--- config.mk ---
export PLATFORM = sky130hd
export DESIGN_NAME = core_top
export DESIGN_NICKNAME = d
export VERILOG_FILES = /design/src/verilog/core_pkg.sv /design/src/verilog/core_top.sv /design/src/verilog/axi_arbiter.sv /design/src/verilog/load_store_unit.sv /design/src/verilog/execute_unit.sv /design/src/verilog/decode_unit.sv /design/src/verilog/fetch_unit.sv /design/src/verilog/register_file.sv
export SDC_FILE = /design/constraint.sdc
export NUM_CORES = 2
export LEC_CHECK = 0
export BUFFER_PORTS_ARGS = -buffer_cell sky130_fd_sc_hd__clkbuf_2
export CORE_ASPECT_RATIO = 1.75
export CORE_MARGIN = 2
export CORE_UTILIZATION = 50
export DETAILED_ROUTE_END_ITERATION = 8
export GPL_ROUTABILITY_DRIVEN = 0
export PLACE_DENSITY_LB_ADDON = 0.08
export SETUP_SLACK_MARGIN = 0.5
export SLEW_MARGIN = 20
export SYNTH_ARGS = -nofsm -noshare
export SYNTH_HDL_FRONTEND = slang
export SYNTH_SLANG_ARGS = --single-unit
export TNS_END_PERCENT = 50
--- constraint.sdc ---
create_clock -name clock -period 30.2 [get_ports clock]
set_input_delay 3.02 -clock clock [delete_from_list [all_inputs] [get_ports clock]]
set_output_delay 3.02 -clock clock [all_outputs]
set_load 0.005 [all_outputs]
--- src/verilog/core_pkg.sv ---
package core_pkg;

	typedef logic [31:0] addr_t;
	typedef logic [31:0] word_t;
	typedef logic [4:0]  reg_index_t;
	typedef logic [3:0]  strb_t;
	typedef logic [1:0]  resp_t;

	typedef enum logic [3:0] {
		alu_reg,
		alu_imm,
		lui_op,
		branch_op,
		jal_op,
		load_op,
		store_op,
		halt_op,
		illegal_op
	} op_class_t;

	typedef enum logic [2:0] {
		alu_add,
		alu_sub,
		alu_and,
		alu_or,
		alu_xor,
		alu_slt,
		alu_pass_b
	} alu_op_t;

	// major opcodes of the supported RV32I subset.
	typedef enum logic [6:0] {
		opc_lui    = 7'b0110111,
		opc_jal    = 7'b1101111,
		opc_branch = 7'b1100011,
		opc_load   = 7'b0000011,
		opc_store  = 7'b0100011,
		opc_op_imm = 7'b0010011,
		opc_op     = 7'b0110011,
		opc_system = 7'b1110011
	} opcode_t;

	localparam addr_t      reset_pc       = 32'h0000_0000;
	localparam word_t      ebreak_inst    = 32'h0010_0073;
	localparam resp_t      resp_okay      = 2'b00;
	localparam logic [2:0] axi_size_word  = 3'b010;
	localparam logic [1:0] axi_burst_incr = 2'b01;

endpackage
--- src/verilog/core_top.sv ---
module core_top import core_pkg::*; #(
	parameter addr_t boot_address = reset_pc
) (
	input  logic       clock,
	input  logic       reset,
	output logic       halted,

	input  logic       io_master_awready,
	output logic       io_master_awvalid,
	output addr_t      io_master_awaddr,
	output logic [3:0] io_master_awid,
	output logic [7:0] io_master_awlen,
	output logic [2:0] io_master_awsize,
	output logic [1:0] io_master_awburst,

	input  logic       io_master_wready,
	output logic       io_master_wvalid,
	output word_t      io_master_wdata,
	output strb_t      io_master_wstrb,
	output logic       io_master_wlast,

	output logic       io_master_bready,
	input  logic       io_master_bvalid,
	input  resp_t      io_master_bresp,

	input  logic       io_master_arready,
	output logic       io_master_arvalid,
	output addr_t      io_master_araddr,
	output logic [3:0] io_master_arid,
	output logic [7:0] io_master_arlen,
	output logic [2:0] io_master_arsize,
	output logic [1:0] io_master_arburst,

	output logic       io_master_rready,
	input  logic       io_master_rvalid,
	input  resp_t      io_master_rresp,
	input  word_t      io_master_rdata,
	input  logic       io_master_rlast
);

	logic inst_valid, inst_ready, dec_valid, dec_ready, exe_valid, exe_ready;
	logic is_load, is_store, is_halt, exe_wen;
	logic wb_valid, wb_en, halt_req;
	logic if_arvalid, if_arready, if_rvalid;
	logic ls_arvalid, ls_arready, ls_rvalid, ls_awvalid, ls_awready;
	logic ls_wvalid, ls_wready, ls_bvalid;
	word_t inst, rs1_data, rs2_data, src1, src2, imm, result, store_data, wb_data;
	word_t if_rdata, ls_rdata, ls_wdata;
	addr_t inst_pc, dec_pc, mem_addr, next_pc, wb_next_pc, if_araddr, ls_araddr, ls_awaddr;
	reg_index_t rs1, rs2, rd, exe_rd, wb_rd;
	resp_t if_rresp, ls_rresp, ls_bresp;
	op_class_t op_class;
	alu_op_t alu_op;

	fetch_unit #(.boot_address(boot_address)) fetch (
		.clock, .reset, .wb_valid, .next_pc(wb_next_pc), .halt_req,
		.inst_valid, .inst, .inst_pc, .inst_ready,
		.if_arvalid, .if_araddr, .if_arready, .if_rvalid, .if_rdata, .if_rresp, .halted
	);

	decode_unit decode (
		.clock, .reset, .inst_valid, .inst, .inst_pc, .inst_ready,
		.rs1, .rs2, .rs1_data, .rs2_data, .dec_valid, .dec_ready,
		.op_class, .alu_op, .rd, .src1, .src2, .imm, .dec_pc
	);

	register_file regs (
		.clock, .rs1, .rs2, .rs1_data, .rs2_data, .wb_valid, .wb_en, .wb_rd, .wb_data
	);

	execute_unit execute (
		.clock, .reset, .dec_valid, .dec_ready,
		.op_class, .alu_op, .rd, .src1, .src2, .imm, .dec_pc, .exe_valid, .exe_ready,
		.result, .store_data, .mem_addr, .is_load, .is_store, .is_halt, .exe_rd, .exe_wen, .next_pc
	);

	load_store_unit lsu (
		.clock, .reset, .exe_valid, .exe_ready,
		.result, .store_data, .mem_addr, .is_load, .is_store, .is_halt, .exe_rd, .exe_wen, .next_pc,
		.ls_arvalid, .ls_araddr, .ls_arready, .ls_rvalid, .ls_rdata, .ls_rresp,
		.ls_awvalid, .ls_awaddr, .ls_awready, .ls_wvalid, .ls_wdata, .ls_wready,
		.ls_bvalid, .ls_bresp, .wb_valid, .wb_en, .wb_rd, .wb_data, .halt_req, .wb_next_pc
	);

	axi_arbiter arbiter (
		.clock, .reset,
		.if_arvalid, .if_araddr, .if_arready, .if_rvalid, .if_rdata, .if_rresp,
		.ls_arvalid, .ls_araddr, .ls_arready, .ls_rvalid, .ls_rdata, .ls_rresp,
		.ls_awvalid, .ls_awaddr, .ls_awready, .ls_wvalid, .ls_wdata, .ls_wready,
		.ls_bvalid, .ls_bresp,
		.axi_arvalid(io_master_arvalid), .axi_araddr(io_master_araddr),
		.axi_arready(io_master_arready), .axi_rvalid(io_master_rvalid),
		.axi_rready(io_master_rready), .axi_rdata(io_master_rdata),
		.axi_rresp(io_master_rresp), .axi_rlast(io_master_rlast),
		.axi_awvalid(io_master_awvalid), .axi_awaddr(io_master_awaddr),
		.axi_awready(io_master_awready), .axi_wvalid(io_master_wvalid),
		.axi_wdata(io_master_wdata), .axi_wready(io_master_wready),
		.axi_bvalid(io_master_bvalid), .axi_bready(io_master_bready),
		.axi_bresp(io_master_bresp)
	);

	// every transfer is one full word beat with id zero.
	assign io_master_arid    = '0;
	assign io_master_arlen   = '0;
	assign io_master_arsize  = axi_size_word;
	assign io_master_arburst = axi_burst_incr;
	assign io_master_awid    = '0;
	assign io_master_awlen   = '0;
	assign io_master_awsize  = axi_size_word;
	assign io_master_awburst = axi_burst_incr;
	assign io_master_wstrb   = '1;
	assign io_master_wlast   = 1'b1;

endmodule

--- src/verilog/axi_arbiter.sv ---
module axi_arbiter import core_pkg::*; (
	input  logic  clock,
	input  logic  reset,
	input  logic  if_arvalid,
	input  addr_t if_araddr,
	output logic  if_arready,
	output logic  if_rvalid,
	output word_t if_rdata,
	output resp_t if_rresp,
	input  logic  ls_arvalid,
	input  addr_t ls_araddr,
	output logic  ls_arready,
	output logic  ls_rvalid,
	output word_t ls_rdata,
	output resp_t ls_rresp,
	input  logic  ls_awvalid,
	input  addr_t ls_awaddr,
	output logic  ls_awready,
	input  logic  ls_wvalid,
	input  word_t ls_wdata,
	output logic  ls_wready,
	output logic  ls_bvalid,
	output resp_t ls_bresp,
	output logic  axi_arvalid,
	output addr_t axi_araddr,
	input  logic  axi_arready,
	input  logic  axi_rvalid,
	output logic  axi_rready,
	input  word_t axi_rdata,
	input  resp_t axi_rresp,
	input  logic  axi_rlast,
	output logic  axi_awvalid,
	output addr_t axi_awaddr,
	input  logic  axi_awready,
	output logic  axi_wvalid,
	output word_t axi_wdata,
	input  logic  axi_wready,
	input  logic  axi_bvalid,
	output logic  axi_bready,
	input  resp_t axi_bresp
);

	typedef enum logic [1:0] {
		own_idle,
		own_read,
		own_write
	} owner_t;

	owner_t owner;
	logic grant_ls; // writes only ever come from load/store.
	logic reading, writing;

	always_ff @(posedge clock) begin
		if (reset) begin
			owner    <= own_idle;
			grant_ls <= 1'b0;
		end else begin
			case (owner)
				own_idle: begin
					// load/store wins a tie with fetch.
					if (ls_arvalid) begin
						owner    <= own_read;
						grant_ls <= 1'b1;
					end else if (ls_awvalid) begin
						owner    <= own_write;
						grant_ls <= 1'b1;
					end else if (if_arvalid) begin
						owner    <= own_read;
						grant_ls <= 1'b0;
					end
				end
				own_read: begin
					if (axi_rvalid && axi_rlast)
						owner <= own_idle; // rready is high for the whole read.
				end
				own_write: begin
					if (axi_bvalid)
						owner <= own_idle;
				end
				default: owner <= own_idle;
			endcase
		end
	end

	assign reading = (owner == own_read);
	assign writing = (owner == own_write);

	assign axi_arvalid = reading && (grant_ls ? ls_arvalid : if_arvalid);
	assign axi_araddr  = grant_ls ? ls_araddr : if_araddr;
	assign axi_rready  = reading;
	assign if_arready  = reading && !grant_ls && axi_arready;
	assign ls_arready  = reading && grant_ls && axi_arready;
	assign if_rvalid   = reading && !grant_ls && axi_rvalid;
	assign ls_rvalid   = reading && grant_ls && axi_rvalid;
	assign if_rdata    = axi_rdata;
	assign if_rresp    = axi_rresp;
	assign ls_rdata    = axi_rdata;
	assign ls_rresp    = axi_rresp;

	assign axi_awvalid = writing && ls_awvalid;
	assign axi_awaddr  = ls_awaddr;
	assign axi_wvalid  = writing && ls_wvalid;
	assign axi_wdata   = ls_wdata;
	assign axi_bready  = writing;
	assign ls_awready  = writing && axi_awready;
	assign ls_wready   = writing && axi_wready;
	assign ls_bvalid   = writing && axi_bvalid;
	assign ls_bresp    = axi_bresp;

endmodule

--- src/verilog/load_store_unit.sv ---
module load_store_unit import core_pkg::*; (
	input  logic       clock,
	input  logic       reset,
	input  logic       exe_valid,
	output logic       exe_ready,
	input  word_t      result,
	input  word_t      store_data,
	input  addr_t      mem_addr,
	input  logic       is_load,
	input  logic       is_store,
	input  logic       is_halt,
	input  reg_index_t exe_rd,
	input  logic       exe_wen,
	input  addr_t      next_pc,
	output logic       ls_arvalid,
	output addr_t      ls_araddr,
	input  logic       ls_arready,
	input  logic       ls_rvalid,
	input  word_t      ls_rdata,
	input  resp_t      ls_rresp,
	output logic       ls_awvalid,
	output addr_t      ls_awaddr,
	input  logic       ls_awready,
	output logic       ls_wvalid,
	output word_t      ls_wdata,
	input  logic       ls_wready,
	input  logic       ls_bvalid,
	input  resp_t      ls_bresp,
	output logic       wb_valid,
	output logic       wb_en,
	output reg_index_t wb_rd,
	output word_t      wb_data,
	output logic       halt_req,
	output addr_t      wb_next_pc
);

	typedef enum logic [1:0] {
		ls_idle,
		ls_read,
		ls_write,
		ls_done
	} lsu_state_t;

	lsu_state_t state;
	addr_t addr_q;

	assign exe_ready = (state == ls_idle);
	assign wb_valid  = (state == ls_done); // done lasts exactly one cycle.
	assign ls_araddr = addr_q;
	assign ls_awaddr = addr_q;

	always_ff @(posedge clock) begin
		if (reset) begin
			state      <= ls_idle;
			ls_arvalid <= 1'b0;
			ls_awvalid <= 1'b0;
			ls_wvalid  <= 1'b0;
		end else begin
			case (state)
				ls_idle: begin
					if (exe_valid) begin
						wb_rd      <= exe_rd;
						wb_en      <= exe_wen;
						wb_data    <= result;
						halt_req   <= is_halt;
						wb_next_pc <= next_pc;
						addr_q     <= mem_addr;
						ls_wdata   <= store_data;
						if (is_load) begin
							ls_arvalid <= 1'b1;
							state      <= ls_read;
						end else if (is_store) begin
							ls_awvalid <= 1'b1; // address and data go out together.
							ls_wvalid  <= 1'b1;
							state      <= ls_write;
						end else begin
							state <= ls_done;
						end
					end
				end
				ls_read: begin
					if (ls_arready)
						ls_arvalid <= 1'b0;
					if (ls_rvalid) begin
						wb_data  <= ls_rdata;
						halt_req <= (ls_rresp != resp_okay); // a bus error stops the core.
						state    <= ls_done;
					end
				end
				ls_write: begin
					if (ls_awready)
						ls_awvalid <= 1'b0;
					if (ls_wready)
						ls_wvalid <= 1'b0;
					if (ls_bvalid) begin
						halt_req <= (ls_bresp != resp_okay);
						state    <= ls_done;
					end
				end
				default: state <= ls_idle;
			endcase
		end
	end

endmodule

--- src/verilog/execute_unit.sv ---
module execute_unit import core_pkg::*; (
	input  logic       clock,
	input  logic       reset,
	input  logic       dec_valid,
	output logic       dec_ready,
	input  op_class_t  op_class,
	input  alu_op_t    alu_op,
	input  reg_index_t rd,
	input  word_t      src1,
	input  word_t      src2,
	input  word_t      imm,
	input  addr_t      dec_pc,
	output logic       exe_valid,
	input  logic       exe_ready,
	output word_t      result,
	output word_t      store_data,
	output addr_t      mem_addr,
	output logic       is_load,
	output logic       is_store,
	output logic       is_halt,
	output reg_index_t exe_rd,
	output logic       exe_wen,
	output addr_t      next_pc
);

	word_t operand_b, alu_out;
	addr_t pc_plus4;
	logic taken;

	assign dec_ready = !exe_valid || exe_ready;
	assign operand_b = (op_class == alu_reg || op_class == branch_op) ? src2 : imm;
	assign pc_plus4  = dec_pc + 32'd4;

	always_comb begin
		case (alu_op)
			alu_add: alu_out = src1 + operand_b;
			alu_sub: alu_out = src1 - operand_b;
			alu_and: alu_out = src1 & operand_b;
			alu_or:  alu_out = src1 | operand_b;
			alu_xor: alu_out = src1 ^ operand_b;
			alu_slt: alu_out = {31'b0, $signed(src1) < $signed(operand_b)};
			default: alu_out = operand_b;
		endcase
	end

	// both branch forms give zero when the operands are equal; sub marks beq.
	assign taken = (op_class == branch_op) && ((alu_op == alu_sub) == (alu_out == '0));

	always_ff @(posedge clock) begin
		if (reset) begin
			exe_valid <= 1'b0;
		end else if (dec_valid && dec_ready) begin
			exe_valid  <= 1'b1;
			result     <= (op_class == jal_op) ? pc_plus4 : alu_out;
			store_data <= src2;
			mem_addr   <= alu_out; // loads and stores add rs1 and the immediate.
			is_load    <= (op_class == load_op);
			is_store   <= (op_class == store_op);
			is_halt    <= (op_class == halt_op) || (op_class == illegal_op);
			exe_rd     <= rd;
			exe_wen    <= op_class inside {alu_reg, alu_imm, lui_op, jal_op, load_op};
			next_pc    <= (op_class == jal_op || taken) ? dec_pc + imm : pc_plus4;
		end else if (exe_ready) begin
			exe_valid <= 1'b0;
		end
	end

endmodule

--- src/verilog/decode_unit.sv ---
module decode_unit import core_pkg::*; (
	input  logic       clock,
	input  logic       reset,
	input  logic       inst_valid,
	input  word_t      inst,
	input  addr_t      inst_pc,
	output logic       inst_ready,
	output reg_index_t rs1,
	output reg_index_t rs2,
	input  word_t      rs1_data,
	input  word_t      rs2_data,
	output logic       dec_valid,
	input  logic       dec_ready,
	output op_class_t  op_class,
	output alu_op_t    alu_op,
	output reg_index_t rd,
	output word_t      src1,
	output word_t      src2,
	output word_t      imm,
	output addr_t      dec_pc
);

	word_t imm_i, imm_s, imm_b, imm_u, imm_j, imm_next;
	op_class_t class_next;
	alu_op_t alu_next;
	logic [2:0] funct3;
	logic [6:0] funct7;

	assign rs1        = inst[19:15];
	assign rs2        = inst[24:20];
	assign funct3     = inst[14:12];
	assign funct7     = inst[31:25];
	assign inst_ready = !dec_valid || dec_ready;

	assign imm_i = {{20{inst[31]}}, inst[31:20]};
	assign imm_s = {{20{inst[31]}}, inst[31:25], inst[11:7]};
	assign imm_b = {{19{inst[31]}}, inst[31], inst[7], inst[30:25], inst[11:8], 1'b0};
	assign imm_u = {inst[31:12], 12'b0};
	assign imm_j = {{11{inst[31]}}, inst[31], inst[19:12], inst[20], inst[30:21], 1'b0};

	always_comb begin
		class_next = illegal_op;
		alu_next   = alu_add;
		imm_next   = imm_i;
		case (inst[6:0])
			opc_lui: begin
				class_next = lui_op;
				alu_next   = alu_pass_b;
				imm_next   = imm_u;
			end
			opc_op_imm: begin
				if (funct3 == 3'b000)
					class_next = alu_imm; // addi only.
			end
			opc_op: begin
				class_next = alu_reg;
				case ({funct7, funct3})
					10'b0000000_000: alu_next = alu_add;
					10'b0100000_000: alu_next = alu_sub;
					10'b0000000_111: alu_next = alu_and;
					10'b0000000_110: alu_next = alu_or;
					10'b0000000_100: alu_next = alu_xor;
					10'b0000000_010: alu_next = alu_slt;
					default:         class_next = illegal_op;
				endcase
			end
			opc_branch: begin
				// beq travels as sub and bne as xor.
				imm_next = imm_b;
				if (funct3 == 3'b000) begin
					class_next = branch_op;
					alu_next   = alu_sub;
				end else if (funct3 == 3'b001) begin
					class_next = branch_op;
					alu_next   = alu_xor;
				end
			end
			opc_jal: begin
				class_next = jal_op;
				imm_next   = imm_j;
			end
			opc_load: begin
				if (funct3 == 3'b010)
					class_next = load_op;
			end
			opc_store: begin
				imm_next = imm_s;
				if (funct3 == 3'b010)
					class_next = store_op;
			end
			opc_system: begin
				if (inst == ebreak_inst)
					class_next = halt_op;
			end
			default: ;
		endcase
	end

	always_ff @(posedge clock) begin
		if (reset) begin
			dec_valid <= 1'b0;
		end else if (inst_valid && inst_ready) begin
			dec_valid <= 1'b1;
			op_class  <= class_next;
			alu_op    <= alu_next;
			rd        <= inst[11:7];
			src1      <= rs1_data;
			src2      <= rs2_data;
			imm       <= imm_next;
			dec_pc    <= inst_pc;
		end else if (dec_ready) begin
			dec_valid <= 1'b0;
		end
	end

endmodule

--- src/verilog/fetch_unit.sv ---
module fetch_unit import core_pkg::*; #(
	parameter addr_t boot_address = reset_pc
) (
	input  logic  clock,
	input  logic  reset,
	input  logic  wb_valid,
	input  addr_t next_pc,
	input  logic  halt_req,
	output logic  inst_valid,
	output word_t inst,
	output addr_t inst_pc,
	input  logic  inst_ready,
	output logic  if_arvalid,
	output addr_t if_araddr,
	input  logic  if_arready,
	input  logic  if_rvalid,
	input  word_t if_rdata,
	input  resp_t if_rresp,
	output logic  halted
);

	typedef enum logic [2:0] {
		fs_request,
		fs_wait_data,
		fs_hand_off,
		fs_wait_wb,
		fs_stopped
	} fetch_state_t;

	fetch_state_t state;
	addr_t pc;

	assign if_araddr  = pc;
	assign inst_pc    = pc; // pc only moves at writeback.
	assign inst_valid = (state == fs_hand_off);
	assign halted     = (state == fs_stopped);

	always_ff @(posedge clock) begin
		if (reset) begin
			state      <= fs_request;
			pc         <= boot_address;
			if_arvalid <= 1'b0;
		end else begin
			case (state)
				fs_request: begin
					if (if_arvalid && if_arready) begin
						if_arvalid <= 1'b0;
						state      <= fs_wait_data;
					end else begin
						if_arvalid <= 1'b1;
					end
				end
				fs_wait_data: begin
					if (if_rvalid) begin
						// a failed read becomes an all-zero word, which decodes as illegal.
						inst  <= (if_rresp == resp_okay) ? if_rdata : '0;
						state <= fs_hand_off;
					end
				end
				fs_hand_off: begin
					if (inst_ready)
						state <= fs_wait_wb;
				end
				fs_wait_wb: begin
					if (wb_valid) begin
						pc <= next_pc;
						if (halt_req) begin
							state <= fs_stopped;
						end else begin
							state      <= fs_request;
							if_arvalid <= 1'b1; // next read goes out straight away.
						end
					end
				end
				default: ; // stopped stays until reset.
			endcase
		end
	end

endmodule

--- src/verilog/register_file.sv ---
module register_file import core_pkg::*; (
	input  logic       clock,
	input  reg_index_t rs1,
	input  reg_index_t rs2,
	output word_t      rs1_data,
	output word_t      rs2_data,
	input  logic       wb_valid,
	input  logic       wb_en,
	input  reg_index_t wb_rd,
	input  word_t      wb_data
);

	word_t regs [32]; // entry 0 is never written.

	assign rs1_data = (rs1 == '0) ? '0 : regs[rs1];
	assign rs2_data = (rs2 == '0) ? '0 : regs[rs2];

	always_ff @(posedge clock) begin
		if (wb_valid && wb_en && (wb_rd != '0)) begin
			regs[wb_rd] <= wb_data;
		end
	end

endmodule

==> parameters.txt <==
Parameter                              Value

STA
  Tightest Pin Transition    about 1.2 ns
  Setup repair after global routing missed its margin    false
  Highest attainable clock frequency    about 140 MHz
  Headroom to the max-slew limit    19.6%
  Setup TNS Final    0 ns
  Ratio of final minimum period to clock period    about a quarter
  # setup viols final    0
  Hold Vio Cnt, Final    0
  Max-slew violation count    0
  Worst-case clock skew    about 0.046 ns
  Period minus WS final    slightly above 7 ns

Floorplanning
  Core box area    about 150000 um2
  Die outline width    295 um
  Number of rows in the core area    roughly 190
  Total I/O pin count    between 150 and 200
  DIE HEIGHT    ~510 um
  Die area    151000 um2
  Initial cell density of the core    between 50% and 60%

Place
  HPWL after DPL    152000 um
  Number of I/O port buffers    about 150

Setup path
  FF-to-FF Start    decode.op_class[1]$_DFFE_PP_
  Number of buffers and inverters on the critical path    2
  Depth of the most critical reg-to-reg path    18
  Sort of element at the end of the critical path    flop
  Element type at the critical path start    flop
  Worst endpoint data arrival time    around 7.7 ns
  Cell with the most instances on the worst path    xnor2_1
  CP peak stage delay    approximately 0.63 ns
  Cell with the biggest individual delay on the critical path    a221oi_1
  Crit Path Class    flop to flop
  Critical path launch point    decode.op_class[1]$_DFFE_PP_
  Worst R2R End    execute.next_pc[22]$_DFFE_PP_
  Crit Path Max Fanout    32
  Cell depth of the worst setup path    18
  Cell-by-cell listing of the critical path    xnor2_1 > nand2_2 > buf_4 > mux2_2 > inv_1 > ha_1 > a21oi_1 > o21ai_0 > nor3_1 > o21ai_2 > xnor2_1 > a221oi_1 > nand3b_1 > or4_4 > nor3_2 > mux2i_1 > and2_1 > o211ai_2
  Internal reg-to-reg setup slack    22.99 ns
  Data required time of the worst path    between 30 and 40 ns
  Kind of cell with the highest combined delay on the critical path    simple AND/OR/NAND/NOR gates
  Capturing instance or port of the critical path    execute.next_pc[22]$_DFFE_PP_

Run status
  Result of the run    complete, no violations

Global routing
  Most Used Layer, Global Route    met2
  Global-route congestion overflow total    0
  Number of global-route vias before repair    ~46000
  Pin count of the biggest net entering global routing    between 100 and 150
  Met2 demand-to-capacity share in global routing    between 50% and 60%
  First-pass GRT wire length    roughly 340000 um
  GR Layer Usage met1    36.1%
  Initial antenna violation count    22
  Global-route usage over all layers    about a third
  Met3 routing resource usage after global routing    roughly 6.4%

Power and ir drop
  PnR Total Power    4.23 mW
  Seq pwr share    approximately 55%
  Switching share of power    21.1%
  Clock power share    between 40% and 50%
  Leakage power summed over all cells    roughly 27 nW
  Pwr Density    51.8 nW/um2
  Maximum ir drop on the vdd rail    between 0.00005 and 0.00006 V
  Power share of the combinational group    ~2.8%
  Internal portion of total power    ~3.3 mW
  Power spent charging and discharging nets    a little under 900 uW

Route
  DRT antenna net count    0
  Final routed DRC violation total    0
  Detailed router's first-iteration violation count    between 4000 and 5000
  Detailed-route vias per instance    6.65
  Final routed wirelength across all metal layers    242000 um
  Overall via count from detail_route    44800
  Drt pass-1 iters    8
  Average wire per cell in the routed design    roughly 36 um

Flow run
  Count of max-cap constraint violations    0

Yosys
  Cells after Synth    4485
  Count of distinct cell types in the synthesized netlist    about 110
  Number of register bits inferred by synthesis    ~1500
  Share of synthesized registers carrying an async set or reset    0%
  Number of flops mapped to enable cells by yosys    approximately 1500
  Sequential area share after synthesis    60.9%
  Yosys warning count    0
  Dominant synthesized flop cell    edfxtp_1
  Syn_area_per_cell    between 15 and 20 um2
  Netlist area before placement    between 70000 and 80000 um2

Clocking
  Post-CTS clock slew at the launch and capture registers of the worst setup and hold paths    ~0.07 ns
  CTS tree    yes
  H-tree depth reported by CTS    4
  Clock insertion delay at the later pin of the skew report    0.80 ns
  Buffers inserted by post-CTS timing repair    0
  Clock net sink count    ~1500
  Post-cts gate resize count    0
  CTS Root Cell    clkbuf_16
  Buffer depth of the longest clock path    3
  Hold buffers post-CTS    0
  Clock buffer count from CTS    between 100 and 150

Hold path
  Worst hold path class    flop to flop

Finish
  Post-Route Utilization    55.7%
  Number of filler instances in the final layout    around 11000
  Total area of multi-input combinational cells    27400 um2
  Area added between synthesis and finish    10.7%
  Proportion of layout cells with a drive suffix above 1    around 27%
  Total Nets Final    4827
  Area occupied by registers    45000 um2
-- kinds of logic (layout without fill, tap and decap cells) --
kind of cell / count (synthesis) / after routing / synth area share (%)
AO/OA/AOI/OAI: 657 / 657 / 5.94
XOR/XNOR: 88 / 88 / 1.04
adder cells (fa/ha/maj): 144 / 144 / 2.47
buffers and inverters: 484 / 676 / 2.82
flip-flops: 1514 / 1514 / 60.9
multiplexers: 797 / 797 / 21.8
other: 2 / 85 / 0.0102
AND/OR/NAND/NOR: 799 / 799 / 5.08
-- layout by cell type (no fill, tap or decap), types with 44 or more instances in the layout --
cell type and n:
buf_4 105, mux2_2 81, mux2i_1 74, clkbuf_16 145, inv_1 162, conb_1 71, a21oi_1 211, nand2_1 256
a21o_1 44, nand3_1 52, dfxtp_1 45, clkbuf_2 145, mux4_2 638, ha_1 140, nor2_1 217, xnor2_1 62
o21ai_0 136, edfxtp_1 1468
-- cell type report --
class,count,area share (%)
Multi-Input combinational cell,2556,33.5
Clock buffer,177,4.67
Clock inverter,72,0.934
Timing Repair Buffer,258,2.04
Tap cell,1974,3.02
Antenna cell,14,0.0428
Inverter,169,0.778
Sequential cell,1514,55.0
-- cells in the mapped netlist (all sizes together) (10+ instances only) --
library cell / count / area [um2]
nand2: 260 / 988
a22oi: 22 / 165
o211ai: 20 / 195
a21oi: 212 / 1060
nor2b: 18 / 113
nor3: 47 / 250
nand2b: 16 / 110
o21bai: 10 / 75.1
xor2: 26 / 228
or3: 17 / 106
mux4: 638 / 14400
o221ai: 13 / 126
o22ai: 15 / 93.8
clkbuf: 176 / 661
nor4: 17 / 128
xnor2: 62 / 543
ha: 141 / 1760
a221oi: 13 / 156
a211oi: 26 / 213
nand3: 52 / 260
and3: 16 / 100
a21o: 44 / 330
a211o: 13 / 115
o21a: 17 / 129
mux2: 84 / 957
inv: 166 / 626
o21ai: 143 / 727
mux2i: 75 / 751
edfxtp: 1468 / 44100
and2: 38 / 238
buf: 139 / 787
o31ai: 16 / 134
nor2: 254 / 961
a31oi: 21 / 168
nand4: 23 / 144
dfxtp: 46 / 921
-- how the worst min path moves through the flow --
stage                     slack [ns]  cells after the start                            to                           from
final                           0.40                      0  lsu.wb_next_pc[22]$_DFFE_PP_  execute.next_pc[22]$_DFFE_PP_
after global routing            0.40                      0        lsu.wb_rd[4]$_DFFE_PP_    execute.exe_rd[4]$_DFFE_PP_
after CTS                       0.41                      0  lsu.wb_next_pc[22]$_DFFE_PP_  execute.next_pc[22]$_DFFE_PP_
after detailed placement        0.40                      0   execute.exe_rd[1]$_DFFE_PP_         decode.rd[1]$_DFFE_PP_
after global placement          0.40                      0  lsu.wb_next_pc[27]$_DFFE_PP_  execute.next_pc[27]$_DFFE_PP_
after floorplan                 0.40                      0   execute.exe_rd[0]$_DFFE_PP_         decode.rd[0]$_DFFE_PP_
-- sequential cells by signal (all words and copies together) (netlist names), 4 cells and up --
name                flops
lsu.ls_wdata           32
regs.regs            1024
decode.src2            32
lsu.wb_data            32
lsu.wb_next_pc         32
fetch.if_araddr        32
execute.result         32
execute.store_data     32
decode.imm             32
decode.rd               5
execute.exe_rd          5
execute.mem_addr       32
decode.src1            32
decode.dec_pc          32
decode.op_class         4
fetch.inst             32
execute.next_pc        32
lsu.wb_rd               5
lsu.ls_araddr          32
-- power by group through the flow --
stage	clock network (mW)	logic (mW)	registers (mW)
6_report	1.81	0.117	2.31
5_1_grt	1.90	0.122	2.31
4_1_cts	1.83	0.114	2.31
3_5_place_dp	0	0.112	2.36
3_3_place_gp	0	0.113	2.36
2_1_floorplan	0	0.0709	2.35
-- metrics by stage --
step	worst slack (ns)	cells	cell area, um2	hold WS, ns
4_1_cts	23.13	6719	81700	0.406
2_1_floorplan	15.80	4554	74200	0.400
3_3_place_gp	23.06	6470	77200	0.401
6_report	22.99	6734	81800	0.399
5_1_grt	22.70	6729	81800	0.404
3_5_place_dp	23.19	6470	77200	0.405
-- routing by layer --
layer  vias to the layer above  wire length (um)
li1                      18300                 -
met1                     23600             81200
met2                      2182            124000
met3                       765             16900
met4                        10             20200
met5                         -               143
-- worst register-to-register path, stage by stage, from the launching register on --
cell,delay [ns]
edfxtp_1,0.51
xnor2_1,0.19
nand2_2,0.08
buf_4,0.51
mux2_2,0.53
inv_1,0.11
ha_1,0.36
a21oi_1,0.45
o21ai_0,0.35
nor3_1,0.58
o21ai_2,0.10
xnor2_1,0.14
a221oi_1,0.63
nand3b_1,0.32
or4_4,0.52
nor3_2,0.27
mux2i_1,0.50
and2_1,0.61
o211ai_2,0.16
(Power assumes the default switching activity.)
